**config.mk**
```make
export PLATFORM = sky130hd
export DESIGN_NAME = rv_regfile
export DESIGN_NICKNAME = d
export VERILOG_FILES = /design/src/rv_regfile.sv
export VERILOG_INCLUDE_DIRS = /design/src
export SDC_FILE = /design/constraint.sdc
export NUM_CORES = 2
export LEC_CHECK = 0
export BUFFER_PORTS_ARGS = -buffer_cell sky130_fd_sc_hd__buf_2
export CORE_MARGIN = 5
export CORE_UTILIZATION = 51
export DETAILED_ROUTE_END_ITERATION = 10
export GPL_ROUTABILITY_DRIVEN = 0
export PLACE_DENSITY = 0.65
export SLEW_MARGIN = 20
export SYNTH_ARGS = -nofsm -noshare
export SYNTH_HDL_FRONTEND = slang
export SYNTH_SLANG_ARGS = --single-unit
```
**constraint.sdc**
```tcl
create_clock -name clk_i -period 3.9 [get_ports clk_i]
set_input_delay 0.78 -clock clk_i [delete_from_list [all_inputs] [get_ports clk_i]]
set_output_delay 0.78 -clock clk_i [all_outputs]
set_load 0.01 [all_outputs]
```
**src/rv_defs.svh**
```systemverilog
`ifndef RV_DEFS_SVH
`define RV_DEFS_SVH

// architectural data width
`define XLEN 64

// first fetch address after reset
`define RESET_PC 64'h8000_0000

// unit codes in bits 2..0 of the execution info word
// code 0 means no unit is selected
`define EXU_SEL_ALU 3'd1
`define EXU_SEL_BJP 3'd2
`define EXU_SEL_LS  3'd3

`endif
```
**src/rv_regfile.sv**
```systemverilog
`timescale 1ns/1ps
`default_nettype none
`include "rv_defs.svh"

module rv_regfile (
  input  logic             clk_i,
  input  logic             rst_n_i,
  input  logic [4:0]       rs1_idx_i,
  input  logic [4:0]       rs2_idx_i,
  input  logic             wr_en_i,
  input  logic [4:0]       wr_idx_i,
  input  logic [`XLEN-1:0] wr_data_i,
  output logic [`XLEN-1:0] rs1_data_o,
  output logic [`XLEN-1:0] rs2_data_o
);

  logic [`XLEN-1:0] regs [32];

  always_ff @(posedge clk_i or negedge rst_n_i) begin
    if (!rst_n_i) begin
      for (int i = 0; i < 32; i++) begin
        regs[i] <= '0;
      end
    end else if (wr_en_i && wr_idx_i != 5'd0) begin
      regs[wr_idx_i] <= wr_data_i;
    end
  end

  // x0 is never written, so it reads its reset zero
  assign rs1_data_o = regs[rs1_idx_i];
  assign rs2_data_o = regs[rs2_idx_i];

  a_x0_zero: assert property (@(posedge clk_i) disable iff (!rst_n_i) regs[0] == '0);

endmodule

`default_nettype wire

```
=== Word level (Yosys, flattened, before mapping) ===
Index checks and enable logic that the tools add are counted.

* Order comparisons: 4
* Multiplexer cells: 9
* Bitwise operators: 3
* Reduce and logical (&&, ||, !) cells: 3

{| class="wikitable"
|+ Operators by type and width
! operator !! number
|-
| $bwmux 2048 || 1
|-
| $bmux 64 s5 || 2
|-
| $demux 64 s5 || 1
|-
| $mux 64 || 5
|-
| $ge 6x6->1 const B || 3
|-
| $not 5->6 || 3
|-
| $lt 6x1->1 const B || 1
|-
| $reduce_bool 5->1 || 1
|-
| $logic_and 1x1->1 || 2
|}

* Flip-flop bits (word level): 2048
* Bits of input ports: 82
* Output and inout bits: 128

=== Logic depth before layout (Yosys ltp) ===
* Word-level depth: 6
* Depth in mapped cells: 9

=== Least setup slack after synthesis ===
Ideal clock, no wire load.

* Path kind: input-to-output
* Start: input port rs1_idx_i[2]
* End: output port rs1_data_o[10]
* Data arrival time: 2635 ps
* Slack: 485 ps
* Stages on the path: 6
* Buffers on the path: 3
* Cell sequence: buf_2 > clkbuf_1 > buf_1 > mux4_2 > mux4_2 > mux2_2

* Longest elaborated chain between the ends: 4

{| class="wikitable"
|+ RTL lines
! what !! RTL line !! source
|-
| start: declaration || rv_regfile.sv:8 || <nowiki>input logic [4:0] rs1_idx_i,</nowiki>
|-
| $not 5->6 (not written as such) || rv_regfile.sv:30 || <nowiki>assign rs1_data_o = regs[rs1_idx_i];</nowiki>
|-
| $bmux 64 s5 || rv_regfile.sv:30 ||
|-
| $mux 64 (not written as such) (2 in series) || rv_regfile.sv:30 ||
|-
| end: declaration || rv_regfile.sv:13 || <nowiki>output logic [`XLEN-1:0] rs1_data_o,</nowiki>
|}

No other way between the ends. The select of a mux whose other input is x is not followed.

=== Final worst setup path ===
* Start: input port rs1_idx_i[0]
* End: output port rs1_data_o[57]

Same word-level chain as after synthesis.

==> flow_summary.ini <==
[worst_setup_path]
regToRegSetupSlack_ns = 3.07
r2r-start = regs[1942]
r2r-end = regs[1942]
crit_path_end_kind = primary output
crit_arrival_ns = 3.01
reg2reg_depth = 1
path_class = in -> out
cp_max_fo = 19
worstSetupStartpointType = primary input
critPathRequiredTime_ns = 3.12

[synthesis]
yosysSeqAreaShare = 0.476
synth_seq_cells = 2048
synth_fa_ha_area_frac = 0
synth_cell_type_count = 30
synth_xor_area_frac = 0
syn_area_per_cell_sq_um = 16.5
synth_area_leader_cell = dfrtp_1
ys_warn_count = 0
muxShareOfSynthArea = 0.478
async_flop_share = 1.00
synth_compound_area_frac = 0.0112
synthTopCellsByArea = dfrtp_1 48%, mux4_2 24%, mux2_2 22%, clkbuf_1 1.7%, mux2i_1 1.3%
syn_nets = 6594
synth_top_area_frac = 0.476
synth_top_family_by_area = multiplexers
synthFlopType = dfrtp_1
netlist_area_sq_um = 108000
synth-simple-area-share = 0.00445
synth_cells = 6512
synth_edf_count = 0

[die]
io_pins = 210
core-area_sq_um = 210000
die_w_um = 470
initial_core_util = 0.513
die-area_sq_um = 220000
row_count = 168
die_h_um = 470

[detailed_routing]
firstDrtPassIters = 5
first_iter_violations = 5894
vias = 65200
drc = 0
ant_nets = 0
wl_mm = 330
wl_per_cell_um = 34.5
vias_per_cell = 6.81

[finish]
area_growth_pct = 13.4
nFillCells = 16100
largest_register_ffs = 2048
top_register = regs
top_regs = regs x2048
fin_nets = 6665
drive_above_1_share = 0.640

[flow_run]
max-cap-violations = 0

[status]
status = finished clean

[clocking]
root_buffer = clkbuf_16
cts_num_sinks = 2048
post_cts_buffers = 0
clockBufferDepth = 3
cts_tree = done
cts_made_buffers = 220
htree_levels = 4
cts.clk_slew.worst_paths_ns = 0.06
postCtsResizedCells = 0
worstSkewPairLatency_ns = 0.85

[worst_hold_path]
whs_path_depth = 0
hold_end = regs[2004]
min-delay-start = regs[2004]
min-delay-path-class = reg -> reg

[sta]
rsz0062_at_grt = no
hold_violations = 0
fmax_mhz = 264
fin_crit_sh = 0.973
tns_ns = 0
fin_worst_skew_ns = 0
slew_viol_final = 0
finalCriticalPeriod_ns = 3.79
setup_violations = 0
relSlewSlack = 0.265
fin_ws_ns = 0.107
timing.hold.ws_ns = 0.396
tightestPinTransition_ns = 1.10

[power_and_ir_drop]
ir_worst_vdd_v = 0.000463
p_leak_nw = 52.9
total_power_mw = 63.3
powerDensity_nw_per_um2 = 519

[global_route]
grt_max_degree = 106
grt_pass1_wl_mm = 489
grt_overflow = 0
grt_pass1_vias = 68300
track_usage = 0.299
antenna_found_initial = 31

[placed_design]
dpl_worst_slack_ns = 0.120
port_buffers = 209
dpl.hpwl_mm = 195
-- cell type report --
class                      instances  area, sq um  area share
tap                             2805         3510      0.0287
multi-input combinational       3690        53400       0.437
inverter                           1         6.26   0.0000512
sequential                      2048        51200       0.420
antenna                           19         47.5    0.000389
clock inverter                    71          925     0.00757
clock buffer                     320         6650      0.0544
timing repair buffer             622         6330      0.0518
-- metal layers --
metal  track usage  routed length [um]  up-vias
li1              -                   -    25700
met3        0.0526               21900      562
met2         0.476              159000     2514
met1         0.424              138000    36400
met4        0.0932               11000       12
met5             0                  80        -
-- placed cells by master, fill, tap and decap left out, types with 10 or more instances in the layout --
| cell | n |
|---|---|
| mux2_2 | 2151 |
| dfrtp_1 | 2048 |
| mux4_2 | 1145 |
| buf_4 | 246 |
| clkbuf_16 | 226 |
| buf_2 | 198 |
| buf_12 | 167 |
| mux2i_1 | 144 |
| clkbuf_8 | 64 |
| o22ai_1 | 60 |
| a221oi_1 | 34 |
| clkinv_2 | 32 |
| clkbuf_1 | 30 |
| a221o_1 | 26 |
| diode_2 | 19 |
| bufinv_16 | 19 |
| nor2b_1 | 16 |
| nor2_4 | 13 |
| clkinvlp_4 | 12 |
| nor2_1 | 11 |
| nand2_4 | 10 |
-- cell families after synthesis --
logic type             count (synthesis)
muxes                               3440
DFF                                 2048
buffers and inverters                774
AOI/OAI and AO/OA                    156
and+or+nand+nor                       94
-- synth_stat cells, types with 26 or more instances --
cell type  number
mux4_2       1145
mux2i_1       144
clkbuf_1      487
buf_2         218
a221oi_1       34
mux2_2       2151
buf_1          36
a221o_1        26
dfrtp_1      2048
nor2_1         27
o22ai_1        60
buf_4          27
-- metrics by stage --
| step | util | instance area [sq um] | instances |
|---|---|---|---|
| floorplan | - | 108000 | 6512 |
| global placement | 0.546 | 115000 | 9165 |
| detailed placement | 0.546 | 115000 | 9165 |
| CTS | 0.582 | 122000 | 9557 |
| global route | 0.582 | 122000 | 9568 |
| finish | 0.582 | 122000 | 9576 |
-- worst max-delay path, cell delays in order --
cell      delay (ns)
buf_8           0.13
buf_12          0.23
buf_12          0.24
buf_4           0.28
mux4_2          0.54
mux2_2          0.30
o22ai_1         0.17
a221oi_1        0.09
buf_2           0.18
-- worst max-delay path by stage --
stage | startpoint | endpoint | slack (ns)
2_1_floorplan | rs1_idx_i[2] | rs1_data_o[10] | 0.48
3_3_place_gp | rs1_idx_i[0] | rs1_data_o[61] | 0.13
3_5_place_dp | rs2_idx_i[0] | rs2_data_o[17] | 0.12
4_1_cts | rs2_idx_i[0] | rs2_data_o[17] | 0.1
5_1_grt | rs1_idx_i[0] | rs1_data_o[57] | 0.002
6_report | rs1_idx_i[0] | rs1_data_o[57] | 0.11
-- power breakdown --
part	switching (mW)	total, mW	leakage (nW)	internal (mW)
Combinational	4.88	13.2	22.9	8.33
Sequential	3.01	28.3	26.3	25.3
Clock	8.84	21.8	3.72	13.0
-- timing repair --
item                                   CTS  global route
endpoints found under the hold margin   51             0
hold buffers                             1             0
setup endpoints to repair                0             0
Note: power is estimated with default switching activity, not from simulation.
