<file path="src/rv_defs.svh">
`ifndef RV_DEFS_SVH
`define RV_DEFS_SVH

// architectural data width
`define XLEN 64

// first fetch address after reset
`define RESET_PC 64'h8000_0000

// unit codes in bits 2..0 of the execution info word
// code 0 means no unit is selected
`define EXU_SEL_ALU 3'd1
`define EXU_SEL_BJP 3'd2
`define EXU_SEL_LS  3'd3

`endif
</file>
<file path="src/rv_ifu.sv">
`timescale 1ns/1ps
`default_nettype none
`include "rv_defs.svh"

module rv_ifu (
  input  logic             clk_i,
  input  logic             rst_n_i,
  input  logic             redirect_i,
  input  logic [`XLEN-1:0] target_i,
  output logic [`XLEN-1:0] pc_o,
  output logic             running_o
);

  wire [`XLEN-1:0] next_pc = redirect_i ? target_i : pc_o + `XLEN'd4;

  // first edge after reset only sets running
  always_ff @(posedge clk_i or negedge rst_n_i) begin
    if (!rst_n_i) begin
      pc_o      <= `RESET_PC;
      running_o <= 1'b0;
    end else begin
      running_o <= 1'b1;
      if (running_o) begin
        pc_o <= next_pc;
      end
    end
  end

  a_pc_align: assert property (@(posedge clk_i) disable iff (!rst_n_i) pc_o[1:0] == 2'b00);

endmodule

`default_nettype wire

</file>
<file path="config.mk">
export PLATFORM = sky130hd
export DESIGN_NAME = rv_ifu
export DESIGN_NICKNAME = d
export VERILOG_FILES = /design/src/rv_ifu.sv
export VERILOG_INCLUDE_DIRS = /design/src
export SDC_FILE = /design/constraint.sdc
export NUM_CORES = 1
export LEC_CHECK = 0
export BUFFER_PORTS_ARGS = -buffer_cell sky130_fd_sc_hd__buf_4
export CAP_MARGIN = 5
export CELL_PAD_IN_SITES_DETAIL_PLACEMENT = 0
export CELL_PAD_IN_SITES_GLOBAL_PLACEMENT = 1
export CORE_ASPECT_RATIO = 2
export CORE_UTILIZATION = 41
export DETAILED_ROUTE_END_ITERATION = 10
export PLACE_DENSITY_LB_ADDON = 0.1
export SLEW_MARGIN = 20
export SYNTH_ARGS = -nofsm -noshare
export SYNTH_HDL_FRONTEND = slang
export SYNTH_SLANG_ARGS = --single-unit
</file>
<file path="constraint.sdc">
create_clock -name clk_i -period 4.7 [get_ports clk_i]
set_input_delay 0.94 -clock clk_i [delete_from_list [all_inputs] [get_ports clk_i]]
set_output_delay 0.94 -clock clk_i [all_outputs]
set_load 0.01 [all_outputs]
</file>
==> Word level (Yosys, flattened, before mapping) <==
Cells that the tools add are included.
{ "op_classes": {"addsub": 1, "n_mux": 1} }
{ "ops": {"columns": ["cell", "n"], "rows": [
  ["adder 64 x 3 -> 64 bit, second input constant", 1],
  ["2-to-1 mux 64 bit", 1]
]} }
{ "totals": {"reg_bits": 65, "in_bits": 67, "wordCells": 4} }

==> Logic depth before layout (Yosys ltp) <==
{ "depth": {"word_depth": 2, "depth_mapped": 7, "mapped_depth_nobuf": 7} }

==> Least setup slack after synthesis <==
Ideal clock, no wire load.
{ "synth_path": {"path_type": "reg-to-reg", "startpoint": "register pc_o[2]", "endpoint": "register pc_o[62]", "arrival_ns": 2.213, "required_ns": 4.576, "setup_slack_ns": 2.362, "path_stages_with_launch": 8, "path_buffers": 0, "period_less_slack_ns": 2.338, "path_cell_list": "dfrtp_1 > ha_1 > nand3_1 > nor3_1 > nand4_1 > nor4_2 > mux2i_1 > nand2_1"} }
{ "synth_between": {"elab_chain_cells": 2} }
{ "synth_lines": {"columns": ["element", "line_no", "rtl"], "rows": [
  ["from (decl)", "rv_ifu.sv:10", "output logic [`XLEN-1:0] pc_o,"],
  ["from (signal assigned)", "rv_ifu.sv:19", "pc_o <= `RESET_PC;"],
  ["from (signal assigned)", "rv_ifu.sv:24", "pc_o <= next_pc;"],
  ["adder 64 x 3 -> 64 bit", "rv_ifu.sv:14", "wire [`XLEN-1:0] next_pc = redirect_i ? target_i : pc_o + `XLEN'd4;"],
  ["2-to-1 mux 64 bit", "rv_ifu.sv:14", null]
]} }
Every way passes these cells.
A chain may end at the register's enable or synchronous reset.

==> Worst setup path after layout <==
{ "layout_path": {"startpoint": "register pc_o[22]", "endpoint": "register pc_o[62]"} }
Same word-level chain as after synthesis.

==> results.toml <==
[synth]
synthesis.instances = 550
synthesis.area_per_instance_um2 = 8.01
async_flop_share_pct = 100
synth_edf_count = 0
synth_nets = 618
post_synth_instance_area_um2 = 4400
synth_cell_types = 71
yosys_register_bits = 65
synth_warnings = 0
postSynth.topFlopCell = "dfrtp_1"
seq_area_frac_synth_pct = 37.0

[pwr]
p_total_mw = 1.93
vdd_drop_max_mv = 0.215
power.density_cell_area_nw_per_um2 = 337
cell_leakage_power_nw = 2.37

[cts]
cts_sinks = 65
clk_pin_slew_ns = 0.06
cts_post_setup_buffers_inserted = 0
clock_tree_from_tritoncts = "done"
worst_skew_pair.late_latency_ns = 0.34
cts.htree.levels = 3
cts_made_buffers = 9
cts-root-buf = "clkbuf_16"
hold_buffers = 0
clock_path_buffers = 2
cts-resized-gates = 0

[sta]
finalSetupTns_ns = 0
fin_skew_ns = 0.00634
grt_setup_unrepaired = "false"
setup_violations = 0
layout_worst_path_cycle_share_pct = 63.8
worst-slew-pin-transition_ns = 1.01
final.setup.worst_slack_ns = 1.70
fmaxAchievable_ghz = 0.333
slew-limit-headroom_pct = 32.2
final-hold-violation-count = 0
finalMaxSlewViolations = 0
fin_crit_ns = 3.00
hold_ws_ns = 0.474

[detailed_routing]
route.detailed.wl_per_inst_um = 20.1
dr_total_vias = 4957
detailedRoute.firstIterationViolations = 335
finalWirelength_um = 16300
route.detailed.drc = 0
drt_first_pass_iters = 5
route.detailed.vias_per_inst = 6.13
drt.antenna.violating_nets = 0

[grt]
antenna_found_initial = 0
globalRouteTotalUtil_pct = 29.8
gr-total-overflow = 0
via_count_of_the_first_global_routing_pass = 4711
global_route_wire_length_before_repair_um = 24700
grt_start_max_net_pins = 71

[worst_setup_path]
critPathMaxFanout = 7
setup.worst_path.end_class = "flip-flop"
rr_endpoint = "pc_o[62]"
timing.critical_path.cells = "nand3_1 -> nor4_1 -> nand4_1 -> nor4_2 -> mux2i_1 -> nand2_1"
cp.required_ns = 4.93
reg2reg_from = "pc_o[22]"
r2r_setup_slack_ns = 1.70
critPathArrivalTime_ns = 3.22
slowest_delay_ns = 0.94
cpMaxStageDelayCell = "nor4_1"
worstSetupPathType = "flip-flop to flip-flop"
crit_path_end = "pc_o[62]"
setup.worst_path.start = "pc_o[22]"
setup.worst_path.start_class = "flip-flop"
worst-r2r-cell-count = 6

[floorplanning]
die-area_um2 = 11200
fp.dieW_um = 75.3
ios = 132
core_um2 = 10500
initial_core_utilization_pct = 42.0
fp-row-count = 53
die_height_um = 149

[final_layout]
synthToLayoutAreaGrowth_pct = 30.4
post-route-util_pct = 54.8
final_net_count = 734
insertedDiodeCount = 0
share_of_final_layout_standard_cells_stronger_than_drive_strength_1_pct = 26.4

[placement]
gp_congestion = 0.879
port_buffers = 131
dp_hpwl_um = 11500
placement.setup.worst_slack_ns = 1.68

[hold_path]
min-delay-path-class = "flip-flop to flip-flop"

[run]
timing.max_cap.violations = 0

[run_status]
outcome = "completed"
Yosys cell counts, types with 2 or more instances:
master | instances | share of area [%]
o21ai_0 | 41 | 4.7
o41ai_1 | 2 | 0.40
and2_1 | 3 | 0.43
nand4_1 | 23 | 3.3
o211ai_1 | 7 | 1.2
or2_2 | 3 | 0.43
nor2_2 | 2 | 0.28
buf_4 | 2 | 0.34
nor4_1 | 12 | 1.7
and3_1 | 6 | 0.85
a21oi_1 | 53 | 6.0
a32oi_1 | 2 | 0.40
or3_1 | 10 | 1.4
nor2b_1 | 4 | 0.57
nor4_4 | 2 | 0.97
o32ai_1 | 3 | 0.60
o2bb2ai_1 | 2 | 0.40
a22o_1 | 2 | 0.40
a211oi_1 | 2 | 0.34
nand3_1 | 37 | 4.2
a31oi_1 | 2 | 0.28
a31o_2 | 2 | 0.40
o22ai_1 | 10 | 1.4
o22a_1 | 2 | 0.40
a22oi_1 | 14 | 2.4
or4_1 | 4 | 0.68
mux2_2 | 2 | 0.51
buf_6 | 3 | 0.77
dfrtp_1 | 64 | 36
o311ai_0 | 2 | 0.40
nor2_1 | 44 | 3.8
a21o_1 | 3 | 0.51
clkbuf_1 | 25 | 2.1
and4_1 | 8 | 1.6
nor3_1 | 19 | 2.2
a311oi_1 | 3 | 0.60
inv_1 | 11 | 0.94
mux2i_1 | 10 | 2.3
nand2_1 | 71 | 6.1
clkinv_1 | 2 | 0.17
cells by family (layout without fill, tap and decap cells):
| group | after synthesis | count (layout) | share of synthesized area, % |
|---|---|---|---|
| adders and majority gates | 1 | 1 | 0.284 |
| other | 1 | 1 | 0.0852 |
| AOI/OAI and AO/OA | 163 | 163 | 23.2 |
| DFF | 65 | 65 | 37.0 |
| and+or+nand+nor | 262 | 262 | 31.8 |
| buffers and inverters | 45 | 166 | 4.55 |
| muxes | 13 | 13 | 3.13 |
through the flow:
step | cells | cell area, um2
global placement | 792 | 5450
floorplan | 550 | 4400
CTS | 808 | 5740
finish | 808 | 5740
global route | 808 | 5740
detailed placement | 792 | 5450
placed cells by master (no fill, tap or decap), types with 3 or more instances in the layout:
| master | count |
|---|---|
| buf_4 | 137 |
| nand2_1 | 71 |
| dfrtp_1 | 63 |
| a21oi_1 | 53 |
| nor2_1 | 44 |
| o21ai_0 | 41 |
| nand3_1 | 37 |
| nand4_1 | 23 |
| nor3_1 | 19 |
| a22oi_1 | 14 |
| nor4_1 | 12 |
| inv_1 | 11 |
| or3_1 | 10 |
| mux2i_1 | 10 |
| o22ai_1 | 10 |
| clkbuf_16 | 9 |
| and4_1 | 8 |
| o211ai_1 | 7 |
| and3_1 | 6 |
| nor2b_1 | 4 |
| or4_1 | 4 |
| and2_1 | 3 |
| or2_2 | 3 |
| a311oi_1 | 3 |
| a21o_1 | 3 |
| o32ai_1 | 3 |
| clkinv_2 | 3 |
worst max-delay path, delay by kind of cell (launching register included):
kind | cells | cell delay (ns)
and+or+nand+nor | 5 | 2.21
DFF | 1 | 0.45
muxes | 1 | 0.22
state kept, by name, summed over array words and instances (netlist names):
register and count:
running_o 1, pc_o 64
layout make-up:
| type | count | area (um2) |
|---|---|---|
| Fill cell | 1072 | 4740 |
| Multi-Input combinational cell | 440 | 2570 |
| Sequential cell | 65 | 1630 |
| Timing Repair Buffer | 137 | 1030 |
| Clock buffer | 10 | 229 |
| Tap cell | 137 | 171 |
| Clock inverter | 6 | 60.1 |
| Inverter | 13 | 48.8 |
worst min path at each step:
stage	startpoint	endpoint	slack [ns]	cells after the start
floorplan	pc_o[0]	pc_o[0]	0.51	2
global placement	pc_o[0]	pc_o[0]	0.46	2
detailed placement	pc_o[1]	pc_o[1]	0.46	2
CTS	pc_o[1]	pc_o[1]	0.48	2
global route	pc_o[1]	pc_o[1]	0.52	2
finish	pc_o[1]	pc_o[1]	0.47	2
power breakdown:
group,total [mW],switching [mW],internal [mW]
combinational,0.479,0.249,0.230
sequential,0.779,0.141,0.638
clock,0.676,0.269,0.408
total,1.93,0.659,1.28
routing by layer:
metal	global-route usage, %	wire, um	vias up
met5	0	0	-
met4	14.5	717	0
met3	4.88	701	43
met2	54.3	8960	194
met1	31.7	5890	2400
li1	-	-	2320
(Power assumes the default switching activity.)
