--- src/rv_defs.svh ---
`ifndef RV_DEFS_SVH
`define RV_DEFS_SVH

// architectural data width
`define XLEN 64

// first fetch address after reset
`define RESET_PC 64'h8000_0000

// unit codes in bits 2..0 of the execution info word
// code 0 means no unit is selected
`define EXU_SEL_ALU 3'd1
`define EXU_SEL_BJP 3'd2
`define EXU_SEL_LS  3'd3

`endif
--- src/rv_pkg.sv ---
`default_nettype none

package rv_pkg;

  // alu view with one-hot operation flags above the unit code
  typedef struct packed {
    logic       wop;
    logic       ebreak;
    logic       lui;
    logic       and_;
    logic       or_;
    logic       sra;
    logic       srl;
    logic       xor_;
    logic       sltu;
    logic       slt;
    logic       sll;
    logic       sub;
    logic       add;
    logic [2:0] sel;
  } alu_info_t;

  // branch and jump view
  typedef struct packed {
    logic [4:0] pad;
    logic       bgeu;
    logic       bltu;
    logic       bge;
    logic       blt;
    logic       bne;
    logic       beq;
    logic       jalr;
    logic       jal;
    logic [2:0] sel;
  } bjp_info_t;

  // load/store view with one-hot access size
  typedef struct packed {
    logic [5:0] pad;
    logic       sz_dword;
    logic       sz_word;
    logic       sz_half;
    logic       sz_byte;
    logic       usign;
    logic       store;
    logic       load;
    logic [2:0] sel;
  } ls_info_t;

  // one decoded word, read through the view its unit code names
  typedef union packed {
    alu_info_t alu;
    bjp_info_t bjp;
    ls_info_t  ls;
  } exu_info_t;

endpackage

`default_nettype wire

--- src/rv_bjp.sv ---
`timescale 1ns/1ps
`default_nettype none
`include "rv_defs.svh"

module rv_bjp
  import rv_pkg::*;
(
  input  logic [`XLEN-1:0] rs1_data_i,
  input  logic [`XLEN-1:0] rs2_data_i,
  input  logic [`XLEN-1:0] base_i,
  input  logic [`XLEN-1:0] offset_i,
  input  exu_info_t        exu_info_i,
  output logic             redirect_o,
  output logic [`XLEN-1:0] target_o
);

  bjp_info_t b;
  logic      bjp_sel;
  logic      eq;
  logic      lt;
  logic      ltu;
  logic      taken;
  logic [`XLEN-1:0] sum;

  assign b       = exu_info_i.bjp;
  assign bjp_sel = b.sel == `EXU_SEL_BJP;

  // register compare
  assign eq  = rs1_data_i == rs2_data_i;
  assign lt  = $signed(rs1_data_i) < $signed(rs2_data_i);
  assign ltu = rs1_data_i < rs2_data_i;

  assign taken = (b.beq & eq) | (b.bne & ~eq) | (b.blt & lt) | (b.bge & ~lt) |
                 (b.bltu & ltu) | (b.bgeu & ~ltu);

  assign redirect_o = bjp_sel & (taken | b.jal | b.jalr);

  // jalr clears bit 0 of the target
  assign sum      = base_i + offset_i;
  assign target_o = {sum[`XLEN-1:1], sum[0] & ~(bjp_sel & b.jalr)};

endmodule

`default_nettype wire

--- config.mk ---
export PLATFORM = sky130hd
export DESIGN_NAME = rv_bjp
export DESIGN_NICKNAME = d
export VERILOG_FILES = /design/src/rv_pkg.sv /design/src/rv_bjp.sv
export VERILOG_INCLUDE_DIRS = /design/src
export SDC_FILE = /design/constraint.sdc
export NUM_CORES = 1
export LEC_CHECK = 0
export BUFFER_PORTS_ARGS = -buffer_cell sky130_fd_sc_hd__buf_2
export CORE_AREA = 2 2 133 135
export DETAILED_ROUTE_END_ITERATION = 16
export DIE_AREA = 0 0 135 137
export GPL_TIMING_DRIVEN = 0
export PLACE_DENSITY = 0.68
export SLEW_MARGIN = 20
export SYNTH_ARGS = -nofsm -noshare
export SYNTH_HDL_FRONTEND = slang
export SYNTH_SLANG_ARGS = --single-unit
--- constraint.sdc ---
create_clock -name vclk -period 7.45
set_clock_uncertainty 0.1 [all_clocks]
set_input_delay 0.3725 -clock vclk [all_inputs]
set_output_delay 0.3725 -clock vclk [all_outputs]
set_load 0.005 [all_outputs]
== Yosys cells after proc, flatten, opt, wreduce, memory -nomap -nowiden ==
Index checks and enable logic that the tools add are counted.
Cells by class
  add/sub/neg operators: 1
  magnitude comparators: 2
  eq/ne operators: 2
  bitwise logic cells: 20
Operator list (number)
  $lt A64 B64 Y1: 2
  $add A64 B64 Y64: 1
  $eq A64 B64 Y1: 1
  $and A1 B1 Y1: 9
  $or A1 B1 Y1: 7
  $not A1 Y1: 4
  $eq A3 B2 Y1 const B: 1
Storage, ports and cells
  bits in registers: 0
  input port bits: 272
  output and inout port bits: 65
  logic and storage cells: 25

== Depth between registers and ports, before layout ==
Gate-level depths: netlist (run 1).
  depth after elaboration: 11
  mapped depth: 12
  gate-level depth less buffers: 12

== Worst setup path after synthesis (run 1) ==
OpenSTA, ideal clock, no wires.
  path kind: input port to output port
  start point: in base_i[24]
  end point: out target_o[60]
  data arrival time: 2.732 ns
  data required time: 6.977 ns
  setup slack: 4.246 ns
  stages: 10
  buffers on the path: 1
  cells stage by stage: ha_1 -> buf_2 -> nand2_2 -> or4_4 -> or4_4 -> o22ai_2 -> a31oi_1 -> o41ai_2 -> o221a_1 -> xor2_1
Between the ends
  longest elaborated chain between the ends: 1
Ends and longest elaborated chain
  start, declared: RTL line rv_bjp.sv:10  | input logic [`XLEN-1:0] base_i,
  $add A64 B64 Y64: RTL line rv_bjp.sv:39  | assign sum = base_i + offset_i;
  end, declared: RTL line rv_bjp.sv:14  | output logic [`XLEN-1:0] target_o
Every way passes these cells.

== Worst setup path in the final report (run 1) ==
  start point: in base_i[10]
  end point: out target_o[61]
The elaborated chain is that of the path after synthesis.

==> results of run 1 <==
report_power, final:
group	internal (W)	total, W	switching, W
logic	0.000283	0.000620	0.000337
clock network	0.0000000000719	0.0000000000719	0
registers	0	0	0
total	0.000283	0.000620	0.000337
per-stage QoR:
step	setup WS, ns	hold slack [ns]	instances
4_1_cts	3.491	0.8992	1359
3_5_place_dp	3.507	0.8983	1359
6_report	3.435	0.9008	1363
3_3_place_gp	3.496	0.8898	1359
5_1_grt	3.332	0.9148	1362
2_1_floorplan	4.246	0.6885	802
logic make-up (layout without fill, tap and decap cells):
logic type | Yosys count | in the layout
buffers and inverters | 103 | 435
XOR/XNOR | 59 | 59
adder cells (fa/ha/maj) | 128 | 128
AO/OA/AOI/OAI | 280 | 280
multiplexers | 2 | 2
other | 0 | 4
AND/OR/NAND/NOR | 230 | 230
cell usage in the layout (no fill, tap or decap), types with 3 or more instances in the layout:
master,instances
o21bai_1,15
nand2_1,56
o21a_1,5
diode_2,4
nor2_1,47
clkbuf_1,16
a21o_1,55
inv_1,84
and4_1,4
nor4_1,4
or3_1,5
a41oi_1,3
nor3_1,17
ha_1,127
o21ai_0,43
o21ai_1,5
nand2b_1,9
a21oi_1,87
xor2_1,20
o41ai_1,5
a21boi_0,4
buf_2,335
nor2b_1,10
o41a_1,3
and3_1,5
a211oi_1,7
a211o_1,4
xnor2_1,39
a31oi_1,12
o211ai_1,6
and2_1,10
nand4_1,28
a221oi_1,3
nand3_1,26
worst max-delay path, stage by stage:
cell	delay [ns]
buf_2	0.10
ha_1	0.36
a21oi_1	0.29
o21ai_1	0.15
o31a_1	0.25
a311o_1	0.40
and4_1	0.21
nor4_1	0.40
or3_1	0.17
o41ai_1	0.06
a2111oi_1	0.55
buf_2	0.21
final cells by class:
| type | instances | share of cell area (%) |
|---|---|---|
| Antenna cell | 4 | 0.1340 |
| Tap cell | 225 | 3.768 |
| Multi-Input combinational cell | 699 | 68.63 |
| Timing Repair Buffer | 332 | 22.24 |
| Buffer | 19 | 1.005 |
| Inverter | 84 | 4.220 |
per-layer routing:
layer / part of all wire (%) / wire length, um
met1: 40 / 8644
met2: 49 / 10650
met3: 7.5 / 1632
met4: 3.4 / 739
met5: 0 / 0
worst min path at each step:
| stage | slack (ns) | cells past startpoint | to | startpoint |
|---|---|---|---|---|
| final | 0.90 | 3 | redirect_o | exu_info_i[2] |
| after global routing | 0.91 | 3 | redirect_o | exu_info_i[0] |
| after CTS | 0.90 | 3 | redirect_o | exu_info_i[2] |
| after detailed placement | 0.90 | 3 | redirect_o | exu_info_i[2] |
| after global placement | 0.89 | 3 | redirect_o | exu_info_i[2] |
| after floorplan | 0.69 | 1 | redirect_o | exu_info_i[2] |
==> impl_metrics.env, run 1 <==
export IMPL_grt_util_met1_pct=25.49
export IMPL_nets=1536
export IMPL_crit_required_ns=6.98
export IMPL_crit_arrival_ns=3.54
export IMPL_drv_slew=0
export IMPL_leakagePower_nw=4.162
export IMPL_grtUsageTotal_pct=21.62
export IMPL_clkbuf_count=0
export IMPL_period_share_pct=53.89
export IMPL_busiest_layer="met2"
export IMPL_fin_crit_ns=4.015
export IMPL_multi_input_area_mm2=0.005127
export IMPL_vias=7212
export IMPL_max_vdd_ir_drop_mv=0.05374
export IMPL_post_cts_buffers=0
export IMPL_synth_simple_area_share_pct=20.91
export IMPL_crit_start="base_i[10]"
export IMPL_run_status="completed"
export IMPL_routedWlPerCell_um=15.90
export IMPL_grt_pass1_vias=6743
export IMPL_netlist_instances=802
export IMPL_use_met2_pct=40.89
export IMPL_fp_dieW_um=135
export IMPL_ctsHoldBuffers=0
export IMPL_portBuffers=332
export IMPL_routed_wl_mm=21.67
export IMPL_grt_max_degree=11
export IMPL_p_total_w=0.0006195
export IMPL_die_area_mm2=0.01850
export IMPL_powerDensity_mw_per_mm2=82.93
export IMPL_yosysSeqAreaShare_pct=0
export IMPL_drc_errors=0
export IMPL_synth_top_family_by_area="compound AO/OA/AOI/OAI gates"
export IMPL_synth_area_leaders="ha_1 29%, a21oi_1 7.9%, a21o_1 7.5%"
export IMPL_seq_cell_count=0
export IMPL_detail_route_antenna_nets=0
export IMPL_cp_end_kind="output pin"
export IMPL_cts_resized_gates=0
export IMPL_yosys_cell_types_count=60
export IMPL_design_area_mm2=0.007471
export IMPL_synth_fa_ha_area_share_pct=29.16
export IMPL_holdCritPathClass="in -> out"
export IMPL_num_io_pins=337
export IMPL_ff_latch_area_um2=0
export IMPL_synth_xor_area_share_pct=9.365
export IMPL_drive_above_1_share_pct=30.51
export IMPL_area_growth_syn_to_layout_pct=35.40
export IMPL_tightest_slew_ns=0.5602
export IMPL_post_route_util_pct=43.80
export IMPL_finalHoldViolations=0
export IMPL_crit_type="in -> out"
export IMPL_avgSynthCellArea_um2=6.880
export IMPL_n_fill_cell=1802
export IMPL_viasPerCell=5.291
export IMPL_syn_nets=1202
export IMPL_grt_pass1_wl_mm=32.83
export IMPL_yosysMostFrequentCell="ha_1"
export IMPL_synth_common_cells="127 x ha_1, 87 x a21oi_1, 84 x inv_1, 56 x nand2_1, 55 x a21o_1"
export IMPL_critPathMaxFanout=5
export IMPL_netlist_area_mm2=0.005518
export IMPL_met3_usage_pct=2.741
export IMPL_drt_initial_drc_count=275
export IMPL_synth_mux_area_share_pct=0.3855
export IMPL_antenna_found_initial=3
export IMPL_dp_hpwl_mm=19.30
export IMPL_start_kind="primary input"
export IMPL_overflow=0
export IMPL_fmax_mhz=249.1
export IMPL_initial_core_util_pct=32.35
export IMPL_synth_top_area_cell="ha_1"
export IMPL_maxSlewHeadroom_pct=62.26
export IMPL_drv_cap=0
export IMPL_setup_violations=0
export IMPL_synth_compound_area_share_pct=33.11
export IMPL_rsz0062_at_grt="false"
export IMPL_cp_endpoint="target_o[61]"
export IMPL_netlist_area_leader_share_pct=28.80
export IMPL_fp_row_count=48
export IMPL_tns_ns=0
export IMPL_yosys_warnings=0
export IMPL_gp_congestion=0.9201
export IMPL_die_y_um=137
export IMPL_dpl_instance_area_mm2=0.007461
export IMPL_first_pass_iters=5
export IMPL_core_mm2=0.01706
Note: power is estimated with default switching activity, not from simulation.
==> inputs of run 2 (changes only) <==
--- a/config.mk
+++ b/config.mk
@@ -11,7 +11,7 @@
 export DETAILED_ROUTE_END_ITERATION = 16
 export DIE_AREA = 0 0 135 137
 export GPL_TIMING_DRIVEN = 0
-export PLACE_DENSITY = 0.68
+export PLACE_DENSITY = 0.71
 export SLEW_MARGIN = 20
 export SYNTH_ARGS = -nofsm -noshare
 export SYNTH_HDL_FRONTEND = slang
==> constraint.sdc (replaced) <==
create_clock -name vclk -period 3.5
set_clock_uncertainty 0.1 [all_clocks]
set_input_delay 0.175 -clock vclk [all_inputs]
set_output_delay 0.175 -clock vclk [all_outputs]
set_load 0.005 [all_outputs]
==> impl_metrics.env, run 2 (synthesis gave the netlist of run 1 again) <==
export IMPL_dp_hpwl_mm=18.93
export IMPL_initial_core_util_pct=32.35
export IMPL_cp_end_kind="output pin"
export IMPL_drv_slew=0
export IMPL_drv_cap=0
export IMPL_wl_met1_mm=8.397
export IMPL_layout_cells_most_common="buf_2"
export IMPL_instances_no_fill=1362
export IMPL_powerDensity_mw_per_mm2=176.4
export IMPL_leakagePower_nw=4.173
export IMPL_crit_slowest_cell="a41oi_1"
export IMPL_core_mm2=0.01706
export IMPL_worst_slack_ns=0.1963
export IMPL_crit_start="base_i[21]"
export IMPL_viasPerCell=5.267
export IMPL_path_buf_inv=2
export IMPL_drive_above_1_share_pct=31.10
export IMPL_grt_max_degree=11
export IMPL_routedWlPerCell_um=15.55
export IMPL_place_inst=1359
export IMPL_top_layer="met4"
export IMPL_die_area_mm2=0.01850
export IMPL_clkbuf_count=0
export IMPL_routed_wl_mm=21.18
export IMPL_crit_family="compound AO/OA/AOI/OAI gates"
export IMPL_final_cell_mix="335 x buf_2, 127 x ha_1, 86 x a21oi_1"
export IMPL_nets=1537
export IMPL_antenna_found_initial=3
export IMPL_portBuffers=332
export IMPL_vias=7173
export IMPL_grt_pass1_vias=6737
export IMPL_place_ws_ns=-0.02161
export IMPL_detail_route_antenna_nets=0
export IMPL_max_stage_delay_ns=0.42
export IMPL_area_growth_syn_to_layout_pct=35.96
export IMPL_grtUsageTotal_pct=21.25
export IMPL_fp_row_count=48
export IMPL_tightest_slew_ns=0.5483
export IMPL_whs_path_depth=3
export IMPL_pwr_share_seq_pct=0
export IMPL_grt_pass1_wl_mm=32.24
export IMPL_p_comb_share_pct=100.0
export IMPL_power_internal_w=0.0006043
export IMPL_max_vdd_ir_drop_mv=0.1202
export IMPL_period_share_pct=94.39
export IMPL_start_kind="primary input"
export IMPL_ff_latch_area_um2=0
export IMPL_cp_cell_sequence="buf_2 -> ha_1 -> a21oi_1 -> nand2_1 -> a221o_1 -> and2_1 -> a211oi_2 -> o21bai_1 -> a41oi_1 -> o21bai_1 -> xnor2_1 -> buf_2"
export IMPL_holdCritPathClass="in -> out"
export IMPL_crit_required_ns=3.22
export IMPL_overflow=0
export IMPL_wl_met3_mm=1.809
export IMPL_fmax_mhz=302.7
export IMPL_crit_arrival_ns=3.03
export IMPL_rsz0062_at_grt="false"
export IMPL_wl_met2_mm=10.04
export IMPL_die_y_um=137
export IMPL_setup_violations=0
export IMPL_p_switching_w=0.0007193
export IMPL_finalHoldViolations=0
export IMPL_min_from="exu_info_i[2]"
export IMPL_gp_congestion=0.9284
export IMPL_num_io_pins=337
export IMPL_run_status="completed"
export IMPL_maxSlewHeadroom_pct=63.06
export IMPL_switching_share_pct=54.34
export IMPL_fp_dieW_um=135
export IMPL_fin_crit_ns=3.304
export IMPL_drt_initial_drc_count=284
export IMPL_critPathMaxFanout=6
export IMPL_drc_errors=0
export IMPL_ctsHoldBuffers=0
export IMPL_seq_cell_count=0
export IMPL_clockPowerShare_pct=0
export IMPL_n_fill_cell=1771
export IMPL_crit_type="in -> out"
export IMPL_first_pass_iters=5
export IMPL_min_to="redirect_o"
==> run 2: worst max-delay path by stage <==
stage | to | slack (ns) | cells after the start
2_1_floorplan | target_o[60] | 0.69 | 10
3_3_place_gp | target_o[61] | -0.04 | 12
3_5_place_dp | target_o[24] | -0.02 | 14
4_1_cts | target_o[61] | 0.05 | 12
5_1_grt | target_o[50] | 0.005 | 15
6_report | target_o[43] | 0.20 | 12
==> run 2: repair_timing <==
| item | 4_1_cts | 5_1_grt |
|---|---|---|
| endpoints found under the setup margin | 2 | 15 |
| resized for setup | 2 | 8 |
| pin swaps | 0 | 2 |
| cloned | 0 | 0 |
| buffers inserted | 0 | 1 |
==> run 2: layout make-up <==
| class | count | area [um2] | share of cell area, % |
|---|---|---|---|
| Tap cell | 225 | 281.5 | 3.752 |
| Inverter | 84 | 315.3 | 4.203 |
| Antenna cell | 2 | 5.005 | 0.06671 |
| Timing Repair Buffer | 333 | 1669 | 22.25 |
| Multi-Input combinational cell | 699 | 5156 | 68.73 |
| Buffer | 19 | 75.07 | 1.001 |
==> run 2: routing by layer <==
metal  GRT usage, %  vias up
li1               -     3637
met1          24.84     3168
met2          38.04      318
met3          4.333       50
met4          8.218        0
met5              0        -
==> run 2: through the flow <==
| step | hold WS, ns | power (W) | util (%) | setup TNS (ns) | area, um2 |
|---|---|---|---|---|---|
| after floorplan | 0.2935 | 0.0007760 | - | 0 | 5518 |
| after global placement | 0.4998 | 0.001295 | 43.74 | -0.04035 | 7461 |
| after detailed placement | 0.4964 | 0.001302 | 43.74 | -0.03588 | 7461 |
| after CTS | 0.4961 | 0.001315 | 43.78 | 0 | 7467 |
| after global routing | 0.5234 | 0.001482 | 43.98 | 0 | 7502 |
| final | 0.4974 | 0.001324 | 43.98 | 0 | 7502 |
==> run 2: power by group through the flow <==
| stage | Clock (W) | Sequential [W] | Combinational (W) |
|---|---|---|---|
| 6_report | 0.0000000000765 | 0 | 0.00132 |
| 5_1_grt | 0.0000000000764 | 0 | 0.00148 |
| 4_1_cts | 0 | 0 | 0.00131 |
| 3_5_place_dp | 0 | 0 | 0.00130 |
| 3_3_place_gp | 0 | 0 | 0.00129 |
| 2_1_floorplan | 0 | 0 | 0.000776 |
