--- src/rv_defs.svh ---
`ifndef RV_DEFS_SVH
`define RV_DEFS_SVH

// architectural data width
`define XLEN 64

// first fetch address after reset
`define RESET_PC 64'h8000_0000

// unit codes in bits 2..0 of the execution info word
// code 0 means no unit is selected
`define EXU_SEL_ALU 3'd1
`define EXU_SEL_BJP 3'd2
`define EXU_SEL_LS  3'd3

`endif
--- src/rv_pkg.sv ---
`default_nettype none

package rv_pkg;

  // alu view with one-hot operation flags above the unit code
  typedef struct packed {
    logic       wop;
    logic       ebreak;
    logic       lui;
    logic       and_;
    logic       or_;
    logic       sra;
    logic       srl;
    logic       xor_;
    logic       sltu;
    logic       slt;
    logic       sll;
    logic       sub;
    logic       add;
    logic [2:0] sel;
  } alu_info_t;

  // branch and jump view
  typedef struct packed {
    logic [4:0] pad;
    logic       bgeu;
    logic       bltu;
    logic       bge;
    logic       blt;
    logic       bne;
    logic       beq;
    logic       jalr;
    logic       jal;
    logic [2:0] sel;
  } bjp_info_t;

  // load/store view with one-hot access size
  typedef struct packed {
    logic [5:0] pad;
    logic       sz_dword;
    logic       sz_word;
    logic       sz_half;
    logic       sz_byte;
    logic       usign;
    logic       store;
    logic       load;
    logic [2:0] sel;
  } ls_info_t;

  // one decoded word, read through the view its unit code names
  typedef union packed {
    alu_info_t alu;
    bjp_info_t bjp;
    ls_info_t  ls;
  } exu_info_t;

endpackage

`default_nettype wire

--- src/rv_idu.sv ---
`timescale 1ns/1ps
`default_nettype none
`include "rv_defs.svh"

module rv_idu
  import rv_pkg::*;
(
  input  logic [31:0]      inst_i,
  input  logic [`XLEN-1:0] pc_i,
  input  logic [`XLEN-1:0] rs1_data_i,
  input  logic [`XLEN-1:0] rs2_data_i,
  output logic             rd_wr_en_o,
  output logic             rs1_read_en_o,
  output logic             rs2_read_en_o,
  output logic [4:0]       rd_idx_o,
  output logic [4:0]       rs1_idx_o,
  output logic [4:0]       rs2_idx_o,
  output logic [`XLEN-1:0] op1_o,
  output logic [`XLEN-1:0] op2_o,
  output logic [`XLEN-1:0] op1_jp_o,
  output logic [`XLEN-1:0] op2_jp_s_o,
  output exu_info_t        exu_info_o,
  output logic             invalid_inst_o
);

  wire [6:0] opcode = inst_i[6:0];
  wire [6:0] funct7 = inst_i[31:25];
  wire [7:0] f3     = 8'b1 << inst_i[14:12];

  // opcode bit groups
  wire op_1_0_11  = opcode[1] & opcode[0];
  wire op_6_5_00  = ~opcode[6] & ~opcode[5];
  wire op_6_5_01  = ~opcode[6] & opcode[5];
  wire op_6_5_11  = opcode[6] & opcode[5];
  wire op_4_2_000 = opcode[4:2] == 3'b000;
  wire op_4_2_001 = opcode[4:2] == 3'b001;
  wire op_4_2_011 = opcode[4:2] == 3'b011;
  wire op_4_2_100 = opcode[4:2] == 3'b100;
  wire op_4_2_101 = opcode[4:2] == 3'b101;
  wire op_4_2_110 = opcode[4:2] == 3'b110;

  // instruction groups
  wire grp_r     = op_6_5_01 & op_4_2_100 & op_1_0_11;
  wire grp_i     = op_6_5_00 & op_4_2_100 & op_1_0_11;
  wire grp_l     = op_6_5_00 & op_4_2_000 & op_1_0_11;
  wire grp_s     = op_6_5_01 & op_4_2_000 & op_1_0_11;
  wire grp_b     = op_6_5_11 & op_4_2_000 & op_1_0_11;
  wire grp_lui   = op_6_5_01 & op_4_2_101 & op_1_0_11;
  wire grp_auipc = op_6_5_00 & op_4_2_101 & op_1_0_11;
  wire grp_jal   = op_6_5_11 & op_4_2_011 & op_1_0_11;
  wire grp_jalr  = op_6_5_11 & op_4_2_001 & op_1_0_11;
  wire grp_sys   = op_6_5_11 & op_4_2_100 & op_1_0_11;
  wire grp_rw    = op_6_5_01 & op_4_2_110 & op_1_0_11;
  wire grp_iw    = op_6_5_00 & op_4_2_110 & op_1_0_11;

  wire f7_00 = funct7 == 7'h00;
  wire f7_20 = funct7 == 7'h20;
  // rv64 shifts by immediate take a 6-bit shamt
  wire f6_00 = inst_i[31:26] == 6'h00;
  wire f6_10 = inst_i[31:26] == 6'h10;

  // alu operations, register and immediate forms
  wire add_r = (grp_r | grp_rw) & f3[0] & f7_00;
  wire sub_r = (grp_r | grp_rw) & f3[0] & f7_20;
  wire sll_r = (grp_r | grp_rw) & f3[1] & f7_00;
  wire srl_r = (grp_r | grp_rw) & f3[5] & f7_00;
  wire sra_r = (grp_r | grp_rw) & f3[5] & f7_20;
  wire slt_r  = grp_r & f3[2] & f7_00;
  wire sltu_r = grp_r & f3[3] & f7_00;
  wire xor_r  = grp_r & f3[4] & f7_00;
  wire or_r   = grp_r & f3[6] & f7_00;
  wire and_r  = grp_r & f3[7] & f7_00;

  wire add_i = (grp_i | grp_iw) & f3[0];
  wire sll_i = (grp_i & f3[1] & f6_00) | (grp_iw & f3[1] & f7_00);
  wire srl_i = (grp_i & f3[5] & f6_00) | (grp_iw & f3[5] & f7_00);
  wire sra_i = (grp_i & f3[5] & f6_10) | (grp_iw & f3[5] & f7_20);
  wire slt_i  = grp_i & f3[2];
  wire sltu_i = grp_i & f3[3];
  wire xor_i  = grp_i & f3[4];
  wire or_i   = grp_i & f3[6];
  wire and_i  = grp_i & f3[7];

  // ebreak must match the full encoding
  wire ebreak = grp_sys & (inst_i[31:7] == {12'h001, 13'h0000});
  wire jal    = grp_jal;
  wire jalr   = grp_jalr & f3[0];
  wire br_op  = grp_b & (f3[0] | f3[1] | f3[4] | f3[5] | f3[6] | f3[7]);
  wire load   = grp_l & ~f3[7];
  wire store  = grp_s & (f3[0] | f3[1] | f3[2] | f3[3]);

  wire alu_add = add_r | add_i | grp_auipc;
  wire alu_sll = sll_r | sll_i;
  wire alu_srl = srl_r | srl_i;
  wire alu_sra = sra_r | sra_i;
  wire alu_wop = (grp_rw | grp_iw) & (alu_add | sub_r | alu_sll | alu_srl | alu_sra);
  wire alu_op  = alu_add | sub_r | alu_sll | slt_r | slt_i | sltu_r | sltu_i | xor_r |
                 xor_i | alu_srl | alu_sra | or_r | or_i | and_r | and_i | grp_lui | ebreak;
  wire bjp_op  = br_op | jal | jalr;
  wire ls_op   = load | store;

  // immediates
  wire [63:0] imm_i = {{52{inst_i[31]}}, inst_i[31:20]};
  wire [63:0] imm_s = {{52{inst_i[31]}}, inst_i[31:25], inst_i[11:7]};
  wire [63:0] imm_b = {{52{inst_i[31]}}, inst_i[7], inst_i[30:25], inst_i[11:8], 1'b0};
  wire [63:0] imm_u = {{32{inst_i[31]}}, inst_i[31:12], 12'h000};
  wire [63:0] imm_j = {{44{inst_i[31]}}, inst_i[19:12], inst_i[20], inst_i[30:21], 1'b0};

  wire [`XLEN-1:0] imm = ({64{grp_i | grp_iw | grp_l | jalr}} & imm_i) |
                         ({64{grp_s}}                        & imm_s) |
                         ({64{grp_b}}                        & imm_b) |
                         ({64{jal}}                          & imm_j) |
                         ({64{grp_lui | grp_auipc}}          & imm_u);

  assign rd_idx_o  = inst_i[11:7];
  assign rs1_idx_o = inst_i[19:15];
  assign rs2_idx_o = inst_i[24:20];

  assign rd_wr_en_o    = (rd_idx_o != 5'd0) & ((alu_op & ~ebreak) | jal | jalr | load);
  assign rs1_read_en_o = (alu_op & ~(grp_lui | grp_auipc | ebreak)) | jalr | br_op | ls_op;
  assign rs2_read_en_o = (alu_op & (grp_r | grp_rw)) | br_op | store;

  // alu operands, jumps link through pc + 4
  wire op1_rs1 = alu_op & ~(grp_lui | grp_auipc | ebreak);
  wire op1_pc  = grp_auipc | jal | jalr;
  wire op2_rs2 = alu_op & (grp_r | grp_rw);
  wire op2_imm = (alu_op & (grp_i | grp_iw)) | grp_lui | grp_auipc;
  wire op2_four = jal | jalr;

  assign op1_o = ({64{op1_rs1}} & rs1_data_i) | ({64{op1_pc}} & pc_i);
  assign op2_o = ({64{op2_rs2}} & rs2_data_i) | ({64{op2_imm}} & imm) |
                 ({64{op2_four}} & 64'd4);

  // target and address operands
  assign op1_jp_o   = ({64{jalr | ls_op}} & rs1_data_i) | ({64{br_op | jal}} & pc_i);
  assign op2_jp_s_o = {64{bjp_op | ls_op}} & imm;

  always_comb begin
    exu_info_o = '0;
    if (alu_op) begin
      exu_info_o.alu.sel    = `EXU_SEL_ALU;
      exu_info_o.alu.add    = alu_add;
      exu_info_o.alu.sub    = sub_r;
      exu_info_o.alu.sll    = alu_sll;
      exu_info_o.alu.slt    = slt_r | slt_i;
      exu_info_o.alu.sltu   = sltu_r | sltu_i;
      exu_info_o.alu.xor_   = xor_r | xor_i;
      exu_info_o.alu.srl    = alu_srl;
      exu_info_o.alu.sra    = alu_sra;
      exu_info_o.alu.or_    = or_r | or_i;
      exu_info_o.alu.and_   = and_r | and_i;
      exu_info_o.alu.lui    = grp_lui;
      exu_info_o.alu.ebreak = ebreak;
      exu_info_o.alu.wop    = alu_wop;
    end else if (bjp_op) begin
      exu_info_o.bjp.sel  = `EXU_SEL_BJP;
      exu_info_o.bjp.jal  = jal;
      exu_info_o.bjp.jalr = jalr;
      exu_info_o.bjp.beq  = br_op & f3[0];
      exu_info_o.bjp.bne  = br_op & f3[1];
      exu_info_o.bjp.blt  = br_op & f3[4];
      exu_info_o.bjp.bge  = br_op & f3[5];
      exu_info_o.bjp.bltu = br_op & f3[6];
      exu_info_o.bjp.bgeu = br_op & f3[7];
    end else if (ls_op) begin
      exu_info_o.ls.sel      = `EXU_SEL_LS;
      exu_info_o.ls.load     = load;
      exu_info_o.ls.store    = store;
      exu_info_o.ls.usign    = load & f3[4] | load & f3[5] | load & f3[6];
      exu_info_o.ls.sz_byte  = f3[0] | f3[4];
      exu_info_o.ls.sz_half  = f3[1] | f3[5];
      exu_info_o.ls.sz_word  = f3[2] | f3[6];
      exu_info_o.ls.sz_dword = f3[3];
    end
  end

  assign invalid_inst_o = ~(alu_op | bjp_op | ls_op);

  // a legal instruction always names exactly one unit
  always_comb begin
    assert final ($isunknown(inst_i) || invalid_inst_o ||
                  ($onehot({alu_op, bjp_op, ls_op}) &&
                   exu_info_o.alu.sel inside {`EXU_SEL_ALU, `EXU_SEL_BJP, `EXU_SEL_LS}));
  end

endmodule

`default_nettype wire

--- config.mk ---
export PLATFORM = sky130hd
export DESIGN_NAME = rv_idu
export DESIGN_NICKNAME = d
export VERILOG_FILES = /design/src/rv_pkg.sv /design/src/rv_idu.sv
export VERILOG_INCLUDE_DIRS = /design/src
export SDC_FILE = /design/constraint.sdc
export NUM_CORES = 1
export LEC_CHECK = 0
export ABC_AREA = 0
export CAP_MARGIN = 20
export CORE_AREA = 2 2 198 200
export DETAILED_ROUTE_END_ITERATION = 8
export DIE_AREA = 0 0 200 202
export DONT_BUFFER_PORTS = 1
export PLACE_DENSITY_LB_ADDON = 0.25
export SYNTH_ARGS = -nofsm -noshare
export SYNTH_HDL_FRONTEND = slang
export SYNTH_SLANG_ARGS = --single-unit
--- constraint.sdc ---
create_clock -name vclk -period 2.9
set_clock_uncertainty 0.2 [all_clocks]
set_input_delay 0.145 -clock vclk [all_inputs]
set_output_delay 0.145 -clock vclk [all_outputs]
set_load 0.05 [all_outputs]
# --- Word level (Yosys, flattened, before mapping) ---
# Cells that the tools add are included.
op_classes:
  n_mux: 5
  n_eq_ne: 8
  n_bitwise: 178
  mul: 0
  div_mod_pow: 0
  add_sub_neg: 0
  magnitude_cmp: 0
  reduce_logical: 4
  shift: 1
ops:
  columns: ["operator", "count"]
  rows:
  - ["64-bit AND", 12]
  - ["64-bit bitwise OR", 7]
  - ["1-bit AND", 82]
  - ["1-bit bitwise OR", 70]
  - ["64-bit by 3-bit bitwise OR with 64-bit output", 1]
  - ["25-bit by 14-bit == test with 1-bit output, second input constant", 1]
  - ["10-bit two-way mux", 2]
  - ["11-bit two-way mux", 1]
  - ["3-bit == test, second input constant", 3]
  - ["1-bit by 3-bit << shifter with 8-bit output, first input constant", 1]
  - ["7-bit by 6-bit == test with 1-bit output, second input constant", 1]
  - ["7-bit zero test", 1]
  - ["6-bit by 5-bit == test with 1-bit output, second input constant", 1]
  - ["6-bit zero test", 1]
  - ["1-bit inverter", 6]
  - ["5-bit two-way mux", 1]
  - ["5-bit nonzero test", 1]
  - ["3-bit by 1-bit == test with 1-bit output, second input constant", 1]
  - ["3-bit by 2-bit == test with 1-bit output, second input constant", 1]
  - ["3-bit zero test", 1]
  - ["1-bit two-way mux", 1]
word_totals:
  mem_bits_rw: 0
  reg_bits: 0
  latch_bits: 0
  rom_bits: 0
  n_memories: 0
  wordCells: 196

# --- Logic depth before layout (Yosys ltp) ---
depth:
  word_depth: 31
  depth_mapped: 9
  ltp_nobuf: 5

# --- Worst setup path before layout ---
# Ideal clock, no wire load.
synth_timing:
  kind: "in2out"
  startpoint: "in inst_i[12]"
  endpoint: "out exu_info_o[15] (netlist bit)"
  n_path_buf: 1
  path_stages: 5
  setup_slack_ns: -1.298
  t_required_ns: 2.555
  arrival_ns: 3.853
  path_cell_list: "buf_2 or4_4 a2111oi_4 a21oi_2 a2111oi_0"
synth_lines:
  columns: ["item", "line", "rtl"]
  rows:
  - ["start, declared", "rv_idu.sv:8", "input logic [31:0] inst_i,"]
  - ["end, declared", "rv_idu.sv:22", "output exu_info_t exu_info_o,"]

==> flow_summary_export.csv <==
group,metric,value,unit
cells_and_area,regArea,0,um2
logic_synthesis,synth_cell_types,58,
grt,grt_use_total,0.127,
logic_synthesis,ys_warn_count,0,
logic_synthesis,avgSynthCellArea,6.42,um2
route,vias,5261,
clock_network,cts_setup_buffers,0,
placed_design,gp_congestion,0.794,
power_and_ir_drop,power.density,51.9,nW/um2
route,drt_iter0_drc,365,
sta,setup_viol_count_final,0,
die,start_util,0.0953,
grt,grt_remaining_overflow,0,
route,wl_per_cell,24.0,um
die,die_h,202,um
cells_and_area,final_layout_size_suffix_gt1_frac,0.404,
die,rows,72,
grt,antenna_found_initial,0,
placed_design,dpl_cell_area,6790,um2
sta,max_freq,0.378,GHz
worst_setup_path,crit_path_start_kind,"input port",
die,core,38300,um2
sta,tns,0,ns
worst_setup_path,crit_fanout,22,
logic_synthesis,synth_area_leaders,"a22o_1 31%, buf_4 9.9%, a21oi_1 9.1%",
cells_and_area,final_area,6790,um2
route,drc,0,
logic_synthesis,syn_area,3650,um2
cells_and_area,clkbuf_count,0,
grt,grt_first_pass_wirelength,37100,um
sta,fin_crit,2.65,ns
route,viasPerCell,4.44,
sta,tightest_slew,0.688,ns
logic_synthesis,ys_seq_area_frac,0,
clock_network,cts_hold_buffers,0,
worst_setup_path,cp-end-kind,"primary output",
clock_network,ctsResizeCount,0,
placed_design,port-buffer-count,0,
worst_setup_path,setup.worst_path.end,"exu_info_o[4]",
worst_setup_path,cp-startpoint,"inst_i[1]",
route,wirelength,28500,um
power_and_ir_drop,leakagePower,0.00244,uW
sta,slew_headroom,0.541,
logic_synthesis,synth_top_area_frac,0.312,
power_and_ir_drop,peakVddDrop,0.0154,mV
worst_setup_path,cp.required,2.56,ns
route,antenna_left,0,
run_status,status,"finished clean",
grt,grt_pass1_vias,4985,
cells_and_area,nets,894,
cells_and_area,area_growth,86.1,%
sta,rsz0062_at_grt,"false",
route,drt-pass1-iter-count,5,
worst_setup_path,critPathKind,"input port to primary output",
die,die_w,200,um
cells_and_area,design.seq.count,0,
sta,slew_violations,0,
logic_synthesis,synth_largest_area_cell,"a22o_1",
grt,grt_max_degree,66,
sta,finalHoldViolations,0,
die,dieArea,40400,um2
logic_synthesis,synth_nets,792,
die,ios,515,
job,drv_cap,0,
logic_synthesis,syn-instance-count,568,
sta,fin_crit_sh,0.912,
cells_and_area,diodes,0,
min_path,hold_path_class,"input port to primary output",
placed_design,dp_hpwl,23600,um
worst_setup_path,arrival,2.30,ns
[cell type report]
class / instances / area, um2
tap: 518 / 648
inverter: 8 / 30.0
fill: 4254 / 31500
multi-input combinational: 444 / 3120
timing repair buffer: 216 / 2990
[Yosys cell counts, drive strengths merged (3+ instances only)]
cell type and n:
a22oi 14, a31oi 4, nand2 28, a2111oi 3, nor4 9, inv 8
a22o 130, nor2b 6, clkbuf 41, and3 4, nand3 10, nor3 6
buf 75, nand4 6, o21ai 67, nor2 43, and2 5, nand2b 6
or4 3, a21oi 67
[placed cells by master (no fill, tap or decap), drive strengths merged, types with 2 or more instances in the layout]
cell | Yosys | routed
and2 | 5 | 5
nand4b | 2 | 2
nor4 | 9 | 9
o21ai | 67 | 67
nand4 | 6 | 6
a21oi | 67 | 67
a22o | 130 | 130
o21a | 2 | 2
o22a | 2 | 2
or4 | 3 | 3
nand2 | 28 | 28
nor2 | 43 | 43
nand2b | 6 | 6
nand3 | 10 | 10
and4b | 2 | 2
nor4bb | 2 | 2
nor4b | 2 | 2
mux2i | 2 | 2
a2111oi | 3 | 3
a31oi | 4 | 4
inv | 8 | 8
and3 | 4 | 4
a22oi | 14 | 14
buf | 75 | 216
nor2b | 6 | 6
nor3 | 6 | 6
[layer usage]
| metal | wire, um | track usage | up-vias |
|---|---|---|---|
| met1 | 10500 | 0.144 | 2515 |
| met4 | 327 | 0.0108 | 0 |
| met2 | 14700 | 0.246 | 381 |
| li1 | - | - | 2343 |
| met5 | 0 | 0 | - |
| met3 | 2970 | 0.0274 | 22 |
[stage by stage]
step	hold WS, ns	worst slack (ns)	utilization	total power, uW	cells
after floorplan	0.257	-0.166	-	311	568
after global placement	0.0904	0.203	0.177	355	1186
after detailed placement	0.0904	0.172	0.177	354	1186
after CTS	0.0904	0.178	0.177	355	1186
after global routing	0.0903	0.0189	0.177	369	1186
final	0.0901	0.254	0.177	353	1186
[critical path: stages]
cell	delay, ns
and4b_1	0.24
and4b_1	0.24
o21ai_1	0.43
nor4b_4	0.44
buf_12	0.24
mux2i_2	0.27
buf_4	0.16
buf_12	0.13
[worst min path at each step]
stage | cells past startpoint | slack (ns) | to | startpoint
after floorplan | 1 | 0.26 | rd_idx_o[0] | inst_i[7]
after global placement | 0 | 0.09 | rs1_idx_o[0] | inst_i[15]
after detailed placement | 0 | 0.09 | rs1_idx_o[0] | inst_i[15]
after CTS | 0 | 0.09 | rs1_idx_o[0] | inst_i[15]
after global routing | 0 | 0.09 | rs1_idx_o[2] | inst_i[17]
final | 0 | 0.09 | rs1_idx_o[0] | inst_i[15]
[report_power, final]
| part | switching, uW | leakage (uW) | internal [uW] | total, uW |
|---|---|---|---|---|
| Combinational | 230 | 0.00244 | 123 | 353 |
| Clock | 0 | 0 | 0 | 0 |
| Sequential | 0 | 0 | 0 | 0 |
| Total | 230 | 0.00244 | 123 | 353 |
[kinds of logic after synthesis]
kind of cell | count (synthesis) | share of synthesized area
AOI/OAI and AO/OA | 301 | 0.585
and+or+nand+nor | 140 | 0.207
buffers and inverters | 124 | 0.202
muxes | 2 | 0.00549
other | 1 | 0.00103
(Power assumes the default switching activity.)
